### src/verilog/zx_mem_pkg.sv
`default_nettype none

package zx_mem_pkg;

	// ==================================================================
	// Memory map constants
	// ==================================================================

	// Flat RAM address in 16K banks
	localparam int RAM_ADDR_W    = 25;
	localparam int BANK_BITS     = 14;

	// First ROM bank sits above all RAM banks
	localparam int ROM_BANK_BASE = 80;

	// ==================================================================
	// Encodings
	// ==================================================================

	// Machine models numbered as in the core status word
	typedef enum logic [2:0] {
		MACHINE_128K      = 3'd0,
		MACHINE_P1024     = 3'd1,
		MACHINE_PROFI1024 = 3'd2,
		MACHINE_48K       = 3'd3,
		MACHINE_PLUS3     = 3'd4
	} machine_t;

	// Paging port opcodes
	typedef enum logic [2:0] {
		OP_NONE = 3'd0,
		OP_7FFD = 3'd1,
		OP_1FFD = 3'd2,
		OP_DFFD = 3'd3,
		OP_EFF7 = 3'd4
	} port_op_t;

	// ==================================================================
	// Bundles
	// ==================================================================

	// CPU bus with active-high strobes
	typedef struct packed {
		logic [15:0] addr;
		logic [7:0]  dout;
		logic        mreq;
		logic        iorq;
		logic        rd;
		logic        wr;
		logic        m1;
	} cpu_bus_t;

	// One decoded port write
	typedef struct packed {
		port_op_t    op;
		logic [7:0]  data;
	} page_cmd_t;

	// Complete paging state
	typedef struct packed {
		machine_t    model;
		logic [7:0]  reg_7ffd;
		logic [7:0]  reg_1ffd;
		logic [7:0]  reg_eff7;
		// Upper bits of the slot 3 bank on 1024K machines
		logic [2:0]  page_ext;
	} paging_t;

	// Request to the RAM controller
	typedef struct packed {
		logic [RAM_ADDR_W-1:0] addr;
		logic                  rd;
		logic                  we;
	} ram_req_t;

endpackage

`default_nettype wire

### src/verilog/zx_port_decoder.sv
`timescale 1ns/10ps
`default_nettype none

module zx_port_decoder (
	input  wire                   clk_sys,
	input  wire                   reset,
	input  wire zx_mem_pkg::cpu_bus_t bus,
	input  wire zx_mem_pkg::machine_t model,
	output zx_mem_pkg::page_cmd_t cmd
);

	// ==================================================================
	// I/O write edge
	// ==================================================================

	logic io_wr;
	logic io_wr_d;
	logic io_edge;

	// M1 with IORQ is an interrupt acknowledge, not a write
	assign io_wr   = bus.iorq & bus.wr & ~bus.m1;
	assign io_edge = io_wr & ~io_wr_d;

	always_ff @(posedge clk_sys) begin
		if (reset) begin
			io_wr_d <= 1'b0;
		end else begin
			io_wr_d <= io_wr;
		end
	end

	// ==================================================================
	// Port address classification
	// ==================================================================

	logic is_plus3;
	logic is_profi;
	logic is_p1024;

	assign is_plus3 = (model == zx_mem_pkg::MACHINE_PLUS3);
	assign is_profi = (model == zx_mem_pkg::MACHINE_PROFI1024);
	assign is_p1024 = (model == zx_mem_pkg::MACHINE_P1024);

	logic sel_7ffd;
	logic sel_1ffd;
	logic sel_dffd;
	logic sel_eff7;

	// +3 decodes A14 as well, to free room for 1FFD
	assign sel_7ffd = ~bus.addr[15] & ~bus.addr[1] & (bus.addr[14] | ~is_plus3);
	assign sel_1ffd = ~bus.addr[15] & ~bus.addr[14] & ~bus.addr[13] & bus.addr[12] &
		~bus.addr[1] & is_plus3;
	assign sel_dffd = (bus.addr == 16'hDFFD) & is_profi;
	assign sel_eff7 = bus.addr[15] & bus.addr[14] & bus.addr[13] & ~bus.addr[12] &
		~bus.addr[3] & is_p1024;

	zx_mem_pkg::port_op_t op_next;

	always_comb begin
		op_next = zx_mem_pkg::OP_NONE;
		if (io_edge) begin
			if (sel_7ffd) begin
				op_next = zx_mem_pkg::OP_7FFD;
			end else if (sel_1ffd) begin
				op_next = zx_mem_pkg::OP_1FFD;
			end else if (sel_dffd) begin
				op_next = zx_mem_pkg::OP_DFFD;
			end else if (sel_eff7) begin
				op_next = zx_mem_pkg::OP_EFF7;
			end
		end
	end

	// Command register with its data byte
	always_ff @(posedge clk_sys) begin
		if (reset) begin
			cmd.op <= zx_mem_pkg::OP_NONE;
		end else begin
			cmd.op <= op_next;
		end
		cmd.data <= bus.dout;
	end

	// A command lasts a single cycle
	assert property (@(posedge clk_sys) disable iff (reset)
		(cmd.op != zx_mem_pkg::OP_NONE) |=> (cmd.op == zx_mem_pkg::OP_NONE))
		else $error("paging command held for two cycles");

endmodule

`default_nettype wire

### src/verilog/zx_paging_registers.sv
`timescale 1ns/10ps
`default_nettype none

module zx_paging_registers (
	input  wire                    clk_sys,
	input  wire                    reset,
	input  wire zx_mem_pkg::machine_t  model,
	input  wire zx_mem_pkg::page_cmd_t cmd,
	output zx_mem_pkg::paging_t    paging
);

	// ==================================================================
	// Model flags
	// ==================================================================

	logic is_48k;
	logic is_p1024;
	logic is_profi;

	// Taken from the latched model, not the live input
	assign is_48k   = (paging.model == zx_mem_pkg::MACHINE_48K);
	assign is_p1024 = (paging.model == zx_mem_pkg::MACHINE_P1024);
	assign is_profi = (paging.model == zx_mem_pkg::MACHINE_PROFI1024);

	logic ext_mem;

	assign ext_mem = is_p1024 | is_profi;

	// ==================================================================
	// Paging lock
	// ==================================================================

	logic locked;
	logic eff7_lock_mode;

	// Pentagon only honours bit 5 once EFF7 bit 2 selects 128K mode
	assign eff7_lock_mode = paging.reg_eff7[2];

	always_comb begin
		locked = 1'b0;
		if (is_48k) begin
			locked = 1'b1;
		end else if (is_p1024) begin
			locked = eff7_lock_mode & paging.reg_7ffd[5];
		end else begin
			locked = paging.reg_7ffd[5];
		end
	end

	// ==================================================================
	// Register updates
	// ==================================================================

	always_ff @(posedge clk_sys) begin
		if (reset) begin
			paging.model    <= model;
			paging.reg_7ffd <= 8'h00;
			paging.reg_1ffd <= 8'h00;
			paging.reg_eff7 <= 8'h00;
			paging.page_ext <= 3'b000;
		end else begin
			case (cmd.op)
				zx_mem_pkg::OP_7FFD: begin
					if (!locked) begin
						paging.reg_7ffd <= cmd.data;
						// 1024K extension bits in 5,7,6 order
						if (is_p1024 && !eff7_lock_mode) begin
							paging.page_ext <= {cmd.data[5], cmd.data[7:6]};
						end
					end
				end
				zx_mem_pkg::OP_1FFD: begin
					if (!locked) begin
						paging.reg_1ffd <= cmd.data;
					end
				end
				zx_mem_pkg::OP_DFFD: begin
					// Profi extension ignores the lock
					paging.page_ext <= cmd.data[2:0];
				end
				zx_mem_pkg::OP_EFF7: begin
					paging.reg_eff7 <= cmd.data;
				end
				default: begin
				end
			endcase
		end
	end

	// ==================================================================
	// Checks
	// ==================================================================

	// Decoder must not pass extension commands to 128K machines
	assert property (@(posedge clk_sys) disable iff (reset)
		!ext_mem |-> (paging.page_ext == 3'b000))
		else $error("page_ext set on a model without extended memory");

endmodule

`default_nettype wire

### src/verilog/zx_address_mapper.sv
`timescale 1ns/10ps
`default_nettype none

module zx_address_mapper (
	input  wire zx_mem_pkg::cpu_bus_t bus,
	input  wire zx_mem_pkg::paging_t  paging,
	output zx_mem_pkg::ram_req_t  ram
);

	localparam int BANK_W = zx_mem_pkg::RAM_ADDR_W - zx_mem_pkg::BANK_BITS;

	// ==================================================================
	// Slot and mode
	// ==================================================================

	logic [1:0] slot;
	logic       special;
	logic [1:0] special_cfg;

	assign slot        = bus.addr[15:14];
	assign special     = paging.reg_1ffd[0];
	assign special_cfg = paging.reg_1ffd[2:1];

	// ==================================================================
	// ROM select
	// ==================================================================

	logic [3:0] rom_num;

	always_comb begin
		case (paging.model)
			zx_mem_pkg::MACHINE_PLUS3: rom_num = {2'b10, paging.reg_1ffd[2], paging.reg_7ffd[4]};
			zx_mem_pkg::MACHINE_48K:   rom_num = 4'd15;
			default:                   rom_num = {3'b011, paging.reg_7ffd[4]};
		endcase
	end

	// ==================================================================
	// Bank select
	// ==================================================================

	logic [2:0]        special_bank;
	logic [BANK_W-1:0] bank;

	// +3 all-RAM configurations
	always_comb begin
		case (special_cfg)
			2'b00: special_bank = {1'b0, slot};
			2'b01: special_bank = {1'b1, slot};
			2'b10: special_bank = (slot == 2'd3) ? 3'd3 : {1'b1, slot};
			default: begin
				case (slot)
					2'd0:    special_bank = 3'd4;
					2'd1:    special_bank = 3'd7;
					2'd2:    special_bank = 3'd6;
					default: special_bank = 3'd3;
				endcase
			end
		endcase
	end

	always_comb begin
		if (special) begin
			bank = BANK_W'(special_bank);
		end else begin
			case (slot)
				2'd0:    bank = BANK_W'(zx_mem_pkg::ROM_BANK_BASE) + BANK_W'(rom_num);
				2'd1:    bank = BANK_W'(5);
				2'd2:    bank = BANK_W'(2);
				default: bank = BANK_W'({paging.page_ext, paging.reg_7ffd[2:0]});
			endcase
		end
	end

	// ==================================================================
	// Request
	// ==================================================================

	logic rom_slot;

	// ROM only appears in slot 0 outside special mode
	assign rom_slot = ~special & (slot == 2'd0);

	always_comb begin
		ram.addr = {bank, bus.addr[zx_mem_pkg::BANK_BITS-1:0]};
		ram.rd   = bus.mreq & bus.rd;
		ram.we   = bus.mreq & bus.wr & ~rom_slot;
	end

	// Writes must stay below the ROM area
	always_comb begin
		if (ram.we) begin
			assert (ram.addr[zx_mem_pkg::RAM_ADDR_W-1:zx_mem_pkg::BANK_BITS] <
				BANK_W'(zx_mem_pkg::ROM_BANK_BASE))
				else $error("RAM write strobe on a ROM bank");
		end
	end

endmodule

`default_nettype wire

### src/verilog/zx_memory_map.sv
`timescale 1ns/10ps
`default_nettype none

module zx_memory_map (
	input  wire                   clk_sys,
	input  wire                   reset,
	input  wire zx_mem_pkg::cpu_bus_t bus,
	input  wire zx_mem_pkg::machine_t model,
	output zx_mem_pkg::ram_req_t  ram,
	output zx_mem_pkg::paging_t   paging,
	output logic                  page_scr
);

	// ==================================================================
	// Decode stage
	// ==================================================================

	zx_mem_pkg::page_cmd_t cmd;

	// Decoder follows the latched model
	zx_port_decoder u_port_decoder (
		.clk_sys (clk_sys),
		.reset   (reset),
		.bus     (bus),
		.model   (paging.model),
		.cmd     (cmd)
	);

	// ==================================================================
	// Register stage
	// ==================================================================

	zx_paging_registers u_paging_registers (
		.clk_sys (clk_sys),
		.reset   (reset),
		.model   (model),
		.cmd     (cmd),
		.paging  (paging)
	);

	// ==================================================================
	// Address stage
	// ==================================================================

	zx_address_mapper u_address_mapper (
		.bus    (bus),
		.paging (paging),
		.ram    (ram)
	);

	// Shadow screen select for the video side
	assign page_scr = paging.reg_7ffd[3];

endmodule

`default_nettype wire

### config.mk
export PLATFORM = sky130hd
export DESIGN_NAME = zx_memory_map
export DESIGN_NICKNAME = d
export VERILOG_FILES = /design/src/verilog/zx_mem_pkg.sv /design/src/verilog/zx_port_decoder.sv /design/src/verilog/zx_paging_registers.sv /design/src/verilog/zx_address_mapper.sv /design/src/verilog/zx_memory_map.sv
export SDC_FILE = /design/constraint.sdc
export NUM_CORES = 1
export LEC_CHECK = 0
export BUFFER_PORTS_ARGS = -buffer_cell sky130_fd_sc_hd__buf_2
export CAP_MARGIN = 20
export CELL_PAD_IN_SITES_DETAIL_PLACEMENT = 0
export CELL_PAD_IN_SITES_GLOBAL_PLACEMENT = 2
export CORE_AREA = 5 5 93 95
export DETAILED_ROUTE_END_ITERATION = 8
export DIE_AREA = 0 0 98 100
export GPL_TIMING_DRIVEN = 0
export PLACE_DENSITY_LB_ADDON = 0.1
export SYNTH_ARGS = -nofsm -noshare
export SYNTH_HDL_FRONTEND = slang
export SYNTH_HIERARCHICAL = 1
export SYNTH_SLANG_ARGS = --single-unit
### constraint.sdc
create_clock -name clk_sys -period 2 [get_ports clk_sys]
set_input_delay 0.2 -clock clk_sys [delete_from_list [all_inputs] [get_ports clk_sys]]
set_output_delay 0.2 -clock clk_sys [all_outputs]
set_load 0.02 [all_outputs]
==> results of run 1 <==
==> per-layer routing <==
metal,vias to the layer above,global-route usage (%)
met5,-,0
li1,874,-
met1,783,15.0
met2,51,18.3
met3,4,3.13
met4,0,2.56
==> power by group through the flow <==
stage / Sequential (mW) / Combinational, mW / Clock (mW)
after global placement: 0.904 / 0.220 / 0
after CTS: 0.884 / 0.231 / 0.566
after detailed placement: 0.904 / 0.221 / 0
after floorplan: 0.901 / 0.128 / 0
final: 0.881 / 0.237 / 0.536
after global routing: 0.885 / 0.257 / 0.601
==> metrics by stage <==
stage | hold WS [ns] | cells | worst slack, ns
floorplan | 0.228 | 198 | 0.0667
global placement | 0.303 | 387 | -0.125
detailed placement | 0.304 | 387 | -0.152
CTS | 0.000854 | 402 | 0.0264
global route | 0.00661 | 404 | 0.0332
finish | 0.0231 | 404 | 0.0942
==> logic make-up (layout without fill, tap and decap cells) <==
logic type             Yosys count  count (layout)  synth area share, %
AND/OR/NAND/NOR                 78              78                 25.1
flip-flops                      42              42                 44.6
buffers and inverters           29             133                 9.73
multiplexers                    24              24                 12.3
AO/OA/AOI/OAI                   21              21                 8.13
other                            1               4                0.192
==> worst reg2reg max path, stage by stage (launching register included) <==
cell and delay (ns):
edfxtp_1 0.50, or3b_4 0.46, a2111oi_4 0.36, buf_12 0.18
mux2i_1 0.19
==> placed cells by master (no fill, tap or decap), types with 2 or more instances in the layout <==
master	n
and4b_1	2
buf_2	89
and3b_1	2
nand4b_1	2
o21ai_1	2
nor2_1	13
or3b_4	2
a311oi_1	3
o31ai_1	2
mux2i_1	24
inv_1	2
o21ai_0	5
a21oi_1	4
buf_4	21
clkbuf_1	4
nand4_1	3
nor3b_1	3
nand2b_1	26
nand3b_1	2
clkbuf_8	5
dlygate4sd3_1	7
nor4_1	2
edfxtp_1	3
conb_1	4
nand2_1	3
dfxtp_1	39
nand3_1	6
or3b_2	2
==> path summary, 6_finish.rpt <==
path	from	to	slack, ns	cells past startpoint
worst max register to register	u_paging_registers/paging[29]$_DFFE_PP_	u_paging_registers/paging[26]$_SDFFE_PP0P_	0.24	4
worst min register to register	u_paging_registers/paging[25]$_SDFFE_PP0P_	u_paging_registers/paging[25]$_SDFFE_PP0P_	0.48	2
worst min-delay path	bus[9]	u_port_decoder/cmd[4]$_DFF_P_	0.02	1
worst max-delay path	u_paging_registers/paging[28]$_DFFE_PP_	ram[17]	0.09	3
==> final cells by class <==
class | instances | area (sq um) | share of cell area, %
inverter | 2 | 7.51 | 0.276
buffer | 26 | 179 | 6.58
timing repair buffer | 97 | 541 | 19.9
clock inverter | 2 | 13.8 | 0.506
tap | 102 | 128 | 4.69
multi-input combinational | 127 | 907 | 33.4
sequential | 42 | 871 | 32.0
clock buffer | 6 | 72.6 | 2.67
==> state kept, by name, summed over array words and instances, names as in the netlist <==
| register | cells |
|---|---|
| u_paging_registers/paging | 30 |
| u_port_decoder/cmd | 11 |
| u_port_decoder/io_wr_d | 1 |
==> what timing repair did <==
item,4_1_cts,5_1_grt
buffers inserted,1,2
hold buffers,6,1
endpoints found under the setup margin,8,11
pin swaps,1,0
endpoints found under the hold margin,6,1
gates resized for setup,0,2
==> flow_metrics.py, run 1 <==
metrics = {
    "die": {
        "die_w_um": 98,
        "start_util_pct": 25.6,
        "ios": 92,
        "rows": 32,
        "die_h_um": 100,
        "die-area_sq_mm": 0.00980,
        "core_sq_mm": 0.00765,
    },
    "sta": {
        "drv_slew": 0,
        "clock.fmax_mhz": 525,
        "min_period_ns": 1.91,
        "setup_viol": 0,
        "hold_violations": 0,
        "relSlewSlack_pct": 60.7,
        "final.setup_skew_ns": 0.00454,
        "period_share_pct": 95.3,
        "worstMarginPinSlew_ns": 0.590,
        "setup_tns_ns": 0,
        "rsz0062_at_grt": "no",
    },
    "setup_path": {
        "crit_required_ns": 1.80,
        "slowest_stage": "edfxtp_1",
        "critPathLaunchType": "flip-flop",
        "crit_type": "flip-flop to output port",
        "crit_fanout": 8,
        "crit_buf_inv": 1,
        "slowest_delay_ns": 0.52,
        "end_kind": "output port",
        "crit_family": "flip-flops",
        "cp.arrival_ns": 1.71,
        "worstPathCellList": "or3b_4 -> o31a_2 -> buf_2",
    },
    "pwr": {
        "powerDensity_mw_per_mm2": 608,
        "switchingPower_mw": 0.431,
        "finalPower_mw": 1.65,
        "sw_frac_of_total_pct": 26.0,
        "p_comb_share_pct": 14.3,
        "ir_drop_uv": 299,
        "pwr-share-seq_pct": 53.3,
        "internal-power_mw": 1.22,
        "pwr-share-clk_pct": 32.4,
        "leakage_nw": 1.26,
    },
    "finish": {
        "fin_util_pct": 35.6,
        "final_cell_area_sq_mm": 0.00272,
        "area_growth_pct": 39.1,
        "fill_cells": 821,
        "final_layout_size_suffix_gt1_share_pct": 42.4,
        "final_nets": 335,
        "diodes": 0,
    },
    "detailed_routing": {
        "wl_met1_um": 2660,
        "viasPerCell": 4.24,
        "wl_met2_um": 2610,
        "first_pass_iters": 4,
        "vias": 1712,
        "route.antenna.remaining_nets": 0,
        "maxUsedRoutingLayer": "met4",
        "drt_iter0_markers": 53,
        "wire_per_inst_um": 14.1,
        "wl_um": 5700,
        "wl_met3_um": 399,
        "drc_errors": 0,
    },
    "clocking": {
        "root_buffer": "clkbuf_8",
        "cts_tree": "yes",
        "cts_buffer_depth": 2,
        "insertion_delay_ns": 0.29,
        "path_clk_slew_ns": 0.08,
        "cts_buffers": 5,
        "clock-sinks": 42,
        "htreeDepth": 2,
    },
    "placement": {
        "io_buffers": 87,
        "dpl_cell_area_sq_mm": 0.00253,
        "dpl.hpwl_um": 4500,
        "gp_congestion": 0.710,
    },
    "yosys": {
        "synth_edf_count": 3,
        "synthArstFlopShare_pct": 0,
        "synth_top_area_cell": "dfxtp_1",
        "yosysSeqAreaShare_pct": 44.6,
        "synth_seq_cells": 42,
        "synth_area_per_cell_sq_um": 10.0,
        "yosys.area.top_type_share_pct": 39.9,
        "syn_inst": 195,
        "synthFlopType": "dfxtp_1",
        "synth_area_leaders": "dfxtp_1 40%, mux2i_1 12%, nand2b_1 8.3%, buf_4 7.3%, edfxtp_1 4.6%",
        "post-synth-top-count-cell": "dfxtp_1",
        "ys_warn_count": 6,
        "yosysUniqueCellTypes": 44,
        "synth_commonest_cells": "39 x dfxtp_1, 26 x nand2b_1, 24 x mux2i_1, 19 x buf_4, 13 x nor2_1",
        "mappedNetlistArea_sq_mm": 0.00195,
    },
    "run_status": {
        "status": "completed",
    },
    "grt": {
        "grt_max_degree": 14,
        "grt-ovfl-total": 0,
        "grt_use_total_pct": 11.3,
        "grt_pass1_vias": 1731,
        "grt_pass1_wl_um": 8860,
        "antenna_found_initial": 0,
    },
    "job": {
        "maxCapViolations": 0,
    },
    "hold_path": {
        "min_path_type": "input port to flip-flop",
    },
}
(Power assumes the default switching activity.)
==> run 2, diff against run 1 <==
==> constraint.sdc (replaced) <==
create_clock -name clk_sys -period 2 [get_ports clk_sys]
set_input_delay 0.1 -clock clk_sys [delete_from_list [all_inputs] [get_ports clk_sys]]
set_output_delay 0.1 -clock clk_sys [all_outputs]
set_load 0.02 [all_outputs]
==> run 2 against run 1 <==
Fmax up 2.6%. Clock power about the same. Clock skew about the same. Sequential power about the same. Final cell count up 1.2%. Global-route usage up 0.13 points. Critical path depth up 1. Core utilization up 0.65 points. Via count up 1.6%. Sequential share of layout area down 0.58 points. Wire length up 0.58%. First-iteration DRC count down 5.7%. Critical path type unchanged. Critical endpoint is now ram[18]. Largest cell class unchanged.
==> flow_metrics.py, run 2 (synthesis results as in run 1) <==
metrics = {
    "run_status": {
        "status": "completed",
    },
    "setup_path": {
        "slowest_stage": "edfxtp_1",
        "crit_fanout": 9,
        "crit_type": "flip-flop to output port",
        "worstPathCellList": "or3b_1 -> o21ai_0 -> a22oi_1 -> buf_2",
        "crit_family": "flip-flops",
        "reg2reg_setup_slack_ns": 0.24,
        "end_kind": "output port",
        "slowest_delay_ns": 0.53,
        "cp_num_cells": 4,
        "cp.arrival_ns": 1.76,
        "crit_buf_inv": 1,
        "critPathLaunchType": "flip-flop",
        "r2r_cells": 4,
        "crit_required_ns": 1.90,
    },
    "placement": {
        "dpl_cell_area_sq_mm": 0.00253,
        "io_buffers": 87,
        "gp_congestion": 0.710,
        "dpl.hpwl_um": 4500,
    },
    "sta": {
        "worstMarginPinSlew_ns": 0.590,
        "period_share_pct": 92.9,
        "relSlewSlack_pct": 60.7,
        "clock.fmax_mhz": 538,
        "hold_violations": 0,
        "min_period_ns": 1.86,
        "setup_viol": 0,
        "whs_ns": 0.0750,
        "drv_slew": 0,
        "final.setup_skew_ns": 0.00464,
        "setup_tns_ns": 0,
        "rsz0062_at_grt": "no",
    },
    "detailed_routing": {
        "drc_errors": 0,
        "viasPerCell": 4.25,
        "wire_per_inst_um": 14.0,
        "drt_iter0_markers": 50,
        "wl_um": 5740,
        "route.antenna.remaining_nets": 0,
        "vias": 1739,
        "first_pass_iters": 4,
    },
    "die": {
        "start_util_pct": 25.6,
        "die-area_sq_mm": 0.00980,
        "rows": 32,
        "core_sq_mm": 0.00765,
        "die_w_um": 98,
        "ios": 92,
        "die_h_um": 100,
    },
    "clocking": {
        "insertion_delay_ns": 0.29,
        "htreeDepth": 2,
        "cts_buffer_depth": 2,
        "root_buffer": "clkbuf_8",
        "cts_tree": "yes",
        "ctsResizeCount": 0,
        "clock-sinks": 42,
        "path_clk_slew_ns": 0.08,
        "cts_buffers": 5,
    },
    "grt": {
        "grt_use_total_pct": 11.4,
        "antenna_found_initial": 0,
        "grt_pass1_vias": 1769,
        "grt_max_degree": 14,
        "grt-ovfl-total": 0,
        "grt_pass1_wl_um": 8990,
    },
    "finish": {
        "final_layout_size_suffix_gt1_share_pct": 41.0,
        "top_regs": "u_paging_registers/paging: 30 flops, u_port_decoder/cmd: 11 flops, u_port_decoder/io_wr_d: 1 flops",
        "final_cell_mix": "89 x buf_2, 39 x dfxtp_1, 26 x nand2b_1",
        "largest_register_ffs": 30,
        "max_flop_register": "u_paging_registers/paging",
        "final_cell_area_sq_mm": 0.00277,
        "area_growth_pct": 41.7,
        "final_nets": 340,
        "fin_util_pct": 36.2,
        "final_common_cell": "buf_2",
        "diodes": 0,
    },
    "job": {
        "maxCapViolations": 0,
    },
    "pwr": {
        "powerDensity_mw_per_mm2": 599,
        "leakage_nw": 1.28,
        "ir_drop_uv": 300,
        "finalPower_mw": 1.66,
    },
    "hold_path": {
        "min_path_type": "input port to flip-flop",
        "holdPathStages": 3,
    },
}
[run 2: report_power, final]
group | leakage [nW] | internal [mW] | switching (mW) | total [mW]
clock network | 0.0452 | 0.246 | 0.290 | 0.536
logic | 0.884 | 0.120 | 0.122 | 0.242
registers | 0.347 | 0.861 | 0.0204 | 0.882
[run 2: repair_timing]
| item | in CTS | in global routing |
|---|---|---|
| hold endpoints to repair | 13 | 0 |
| setup buffers | 1 | 1 |
| setup endpoints to repair | 8 | 8 |
| hold buffers | 13 | 0 |
| pin swaps | 1 | 0 |
[run 2: layer usage]
layer / track usage, % / routed length (um)
met2: 18.6 / 2620
met5: 0 / 0
met3: 3.06 / 361
met4: 2.56 / 31
met1: 15.1 / 2720
[run 2: area by class of cell]
type,instances,area (sq um)
multi-input combinational,127,905
sequential,42,871
timing repair buffer,102,593
tap,102,128
clock buffer,6,72.6
clock inverter,2,13.8
buffer,26,179
fill,810,4880
inverter,2,7.51
[run 2: worst min-delay path: stages]
cell and delay [ns]:
buf_2 0.09, nand2_1 0.08, nor3_1 0.05
[run 2: final timing paths]
path / to / start
setup / recovery: ram[18] / u_paging_registers/paging[28]$_DFFE_PP_
hold / removal: u_port_decoder/io_wr_d$_SDFF_PP0_ / bus[3]
setup reg to reg: u_paging_registers/paging[26]$_SDFFE_PP0P_ / u_paging_registers/paging[29]$_DFFE_PP_
hold reg to reg: u_paging_registers/paging[25]$_SDFFE_PP0P_ / u_paging_registers/paging[25]$_SDFFE_PP0P_
[run 2: per-stage QoR]
step / instances / setup slack (ns)
floorplan: 198 / 0.0667
finish: 409 / 0.142
detailed placement: 387 / -0.152
CTS: 409 / 0.0485
global route: 409 / 0.0361
global placement: 387 / -0.125
==> run 3, diff against run 2 <==
==> constraint.sdc (replaced) <==
create_clock -name clk_sys -period 2 [get_ports clk_sys]
set_input_delay 0.3 -clock clk_sys [delete_from_list [all_inputs] [get_ports clk_sys]]
set_output_delay 0.3 -clock clk_sys [all_outputs]
set_load 0.02 [all_outputs]
==> run 3 against run 2 <==
Core utilization down 1.4 points. Register-to-register slack worse by 0.10 ns. Wire length down 0.71%.
==> flow_metrics.py, run 3 (synthesis results as in run 1) <==
metrics = {
    "setup_path": {
        "reg2reg_setup_slack_ns": 0.14,
        "worstPathCellList": "or3b_4 -> o31a_2 -> buf_6",
        "crit_family": "flip-flops",
        "crit_required_ns": 1.70,
        "crit_fanout": 4,
        "crit_buf_inv": 1,
        "slowest_delay_ns": 0.46,
        "critPathLaunchType": "flip-flop",
        "crit_type": "flip-flop to output port",
        "cp.arrival_ns": 1.64,
        "slowest_stage": "edfxtp_1",
        "end_kind": "output port",
    },
    "sta": {
        "setup_viol": 0,
        "final.setup_skew_ns": 0.00487,
        "clock.fmax_mhz": 516,
        "hold_violations": 0,
        "drv_slew": 0,
        "min_period_ns": 1.94,
        "whs_ns": 0.106,
        "period_share_pct": 96.9,
        "rsz0062_at_grt": "yes",
        "relSlewSlack_pct": 60.5,
        "worstMarginPinSlew_ns": 0.592,
    },
    "run_status": {
        "status": "completed",
    },
    "die": {
        "die_h_um": 100,
        "die-area_sq_mm": 0.00980,
        "rows": 32,
        "die_w_um": 98,
        "start_util_pct": 25.6,
        "core_sq_mm": 0.00765,
        "ios": 92,
    },
    "pwr": {
        "leakage_nw": 1.23,
        "finalPower_mw": 1.65,
        "powerDensity_mw_per_mm2": 619,
        "ir_drop_uv": 293,
    },
    "clocking": {
        "path_clk_slew_ns": 0.08,
        "insertion_delay_ns": 0.29,
        "htreeDepth": 2,
        "root_buffer": "clkbuf_8",
        "clock-sinks": 42,
        "cts_buffers": 5,
        "cts_buffer_depth": 2,
        "ctsHoldBuffers": 0,
        "cts_tree": "yes",
    },
    "finish": {
        "final_common_cell": "buf_2",
        "top_regs": "u_paging_registers/paging: 30 flops, u_port_decoder/cmd: 11 flops, u_port_decoder/io_wr_d: 1 flops",
        "largest_register_ffs": 30,
        "final_nets": 329,
        "final_layout_size_suffix_gt1_share_pct": 43.6,
        "area_growth_pct": 36.4,
        "multi_input_area_sq_um": 907,
        "fill_cells": 829,
        "final_cell_mix": "87 x buf_2, 39 x dfxtp_1, 26 x nand2b_1",
        "max_flop_register": "u_paging_registers/paging",
        "regArea_sq_um": 871,
        "diodes": 0,
    },
    "grt": {
        "grt-ovfl-total": 0,
        "grt_pass1_wl_um": 8900,
        "antenna_found_initial": 0,
        "grt_use_total_pct": 11.4,
        "grt_max_degree": 14,
        "grt_pass1_vias": 1735,
    },
    "detailed_routing": {
        "drc_errors": 0,
        "wire_per_inst_um": 14.3,
        "route.antenna.remaining_nets": 0,
        "drt_iter0_markers": 55,
        "viasPerCell": 4.25,
        "vias": 1693,
        "wl_um": 5700,
        "first_pass_iters": 4,
    },
    "job": {
        "maxCapViolations": 0,
    },
    "placement": {
        "gp_congestion": 0.710,
        "dpl.hpwl_um": 4500,
        "io_buffers": 87,
    },
    "hold_path": {
        "min_path_type": "input port to flip-flop",
    },
}
## run 3: cell types whose count changed in the layout (fill, tap and decap cells not counted), sizes merged
| cell | previous run | this run |
|---|---|---|
| buf | 112 | 114 |
| dlygate4sd3 | 13 | 0 |
## run 3: repair_timing
| item | CTS | global route |
|---|---|---|
| endpoints found under the hold margin | 0 | 0 |
| endpoints found under the setup margin | 11 | 10 |
| resized for setup | 0 | 5 |
| pin swaps | 1 | 0 |
| buffers inserted | 3 | 1 |
| gates cloned | 0 | 0 |
## run 3: area by class of cell
class                   instances  area share (%)
plain buffers                  26            6.71
clock buffers                   6            2.72
clock inverters                 2           0.516
inverters                       2           0.282
multi-input cells             127            34.0
flip-flops and latches         42            32.7
well taps                     102            4.79
repair buffers                 91            18.3
## run 3: per-stage QoR
| step | setup TNS (ns) | utilization (%) | setup slack (ns) | area (sq um) | std cells |
|---|---|---|---|---|---|
| floorplan | 0 | - | 0.0667 | 1970 | 198 |
| global placement | -0.979 | 33.1 | -0.125 | 2530 | 387 |
| detailed placement | -1.13 | 33.1 | -0.152 | 2530 | 387 |
| CTS | 0 | 34.7 | 0.0163 | 2650 | 398 |
| global route | -0.00501 | 34.8 | -0.00501 | 2670 | 398 |
| finish | 0 | 34.8 | 0.0613 | 2670 | 398 |
## run 3: report_power, final
group | internal [mW] | switching (mW) | total [mW]
clock network | 0.246 | 0.290 | 0.536
registers | 0.861 | 0.0173 | 0.879
logic | 0.110 | 0.124 | 0.235
## run 3: worst reg2reg max path, delay by kind of cell (launching register included)
family                 cells  cell delay (ns)
buffers and inverters      2             0.36
AND/OR/NAND/NOR            1             0.41
AO/OA/AOI/OAI              1             0.36
flip-flops                 1             0.47
multiplexers               1             0.19
## run 3: final timing paths
kind | end | cells after the start | start
max | ram[17] | 3 | u_paging_registers/paging[27]$_DFFE_PP_
min | u_port_decoder/cmd[2]$_DFF_P_ | 1 | bus[7]
max reg2reg | u_paging_registers/paging[26]$_SDFFE_PP0P_ | 5 | u_paging_registers/paging[29]$_DFFE_PP_
min reg2reg | u_paging_registers/paging[25]$_SDFFE_PP0P_ | 2 | u_paging_registers/paging[25]$_SDFFE_PP0P_
## run 3: per-layer routing
metal | track usage [%] | share of wire [%]
met5 | 0 | 0
met4 | 2.56 | 0.54
met3 | 3.20 | 6.9
met2 | 18.3 | 46
met1 | 15.2 | 47
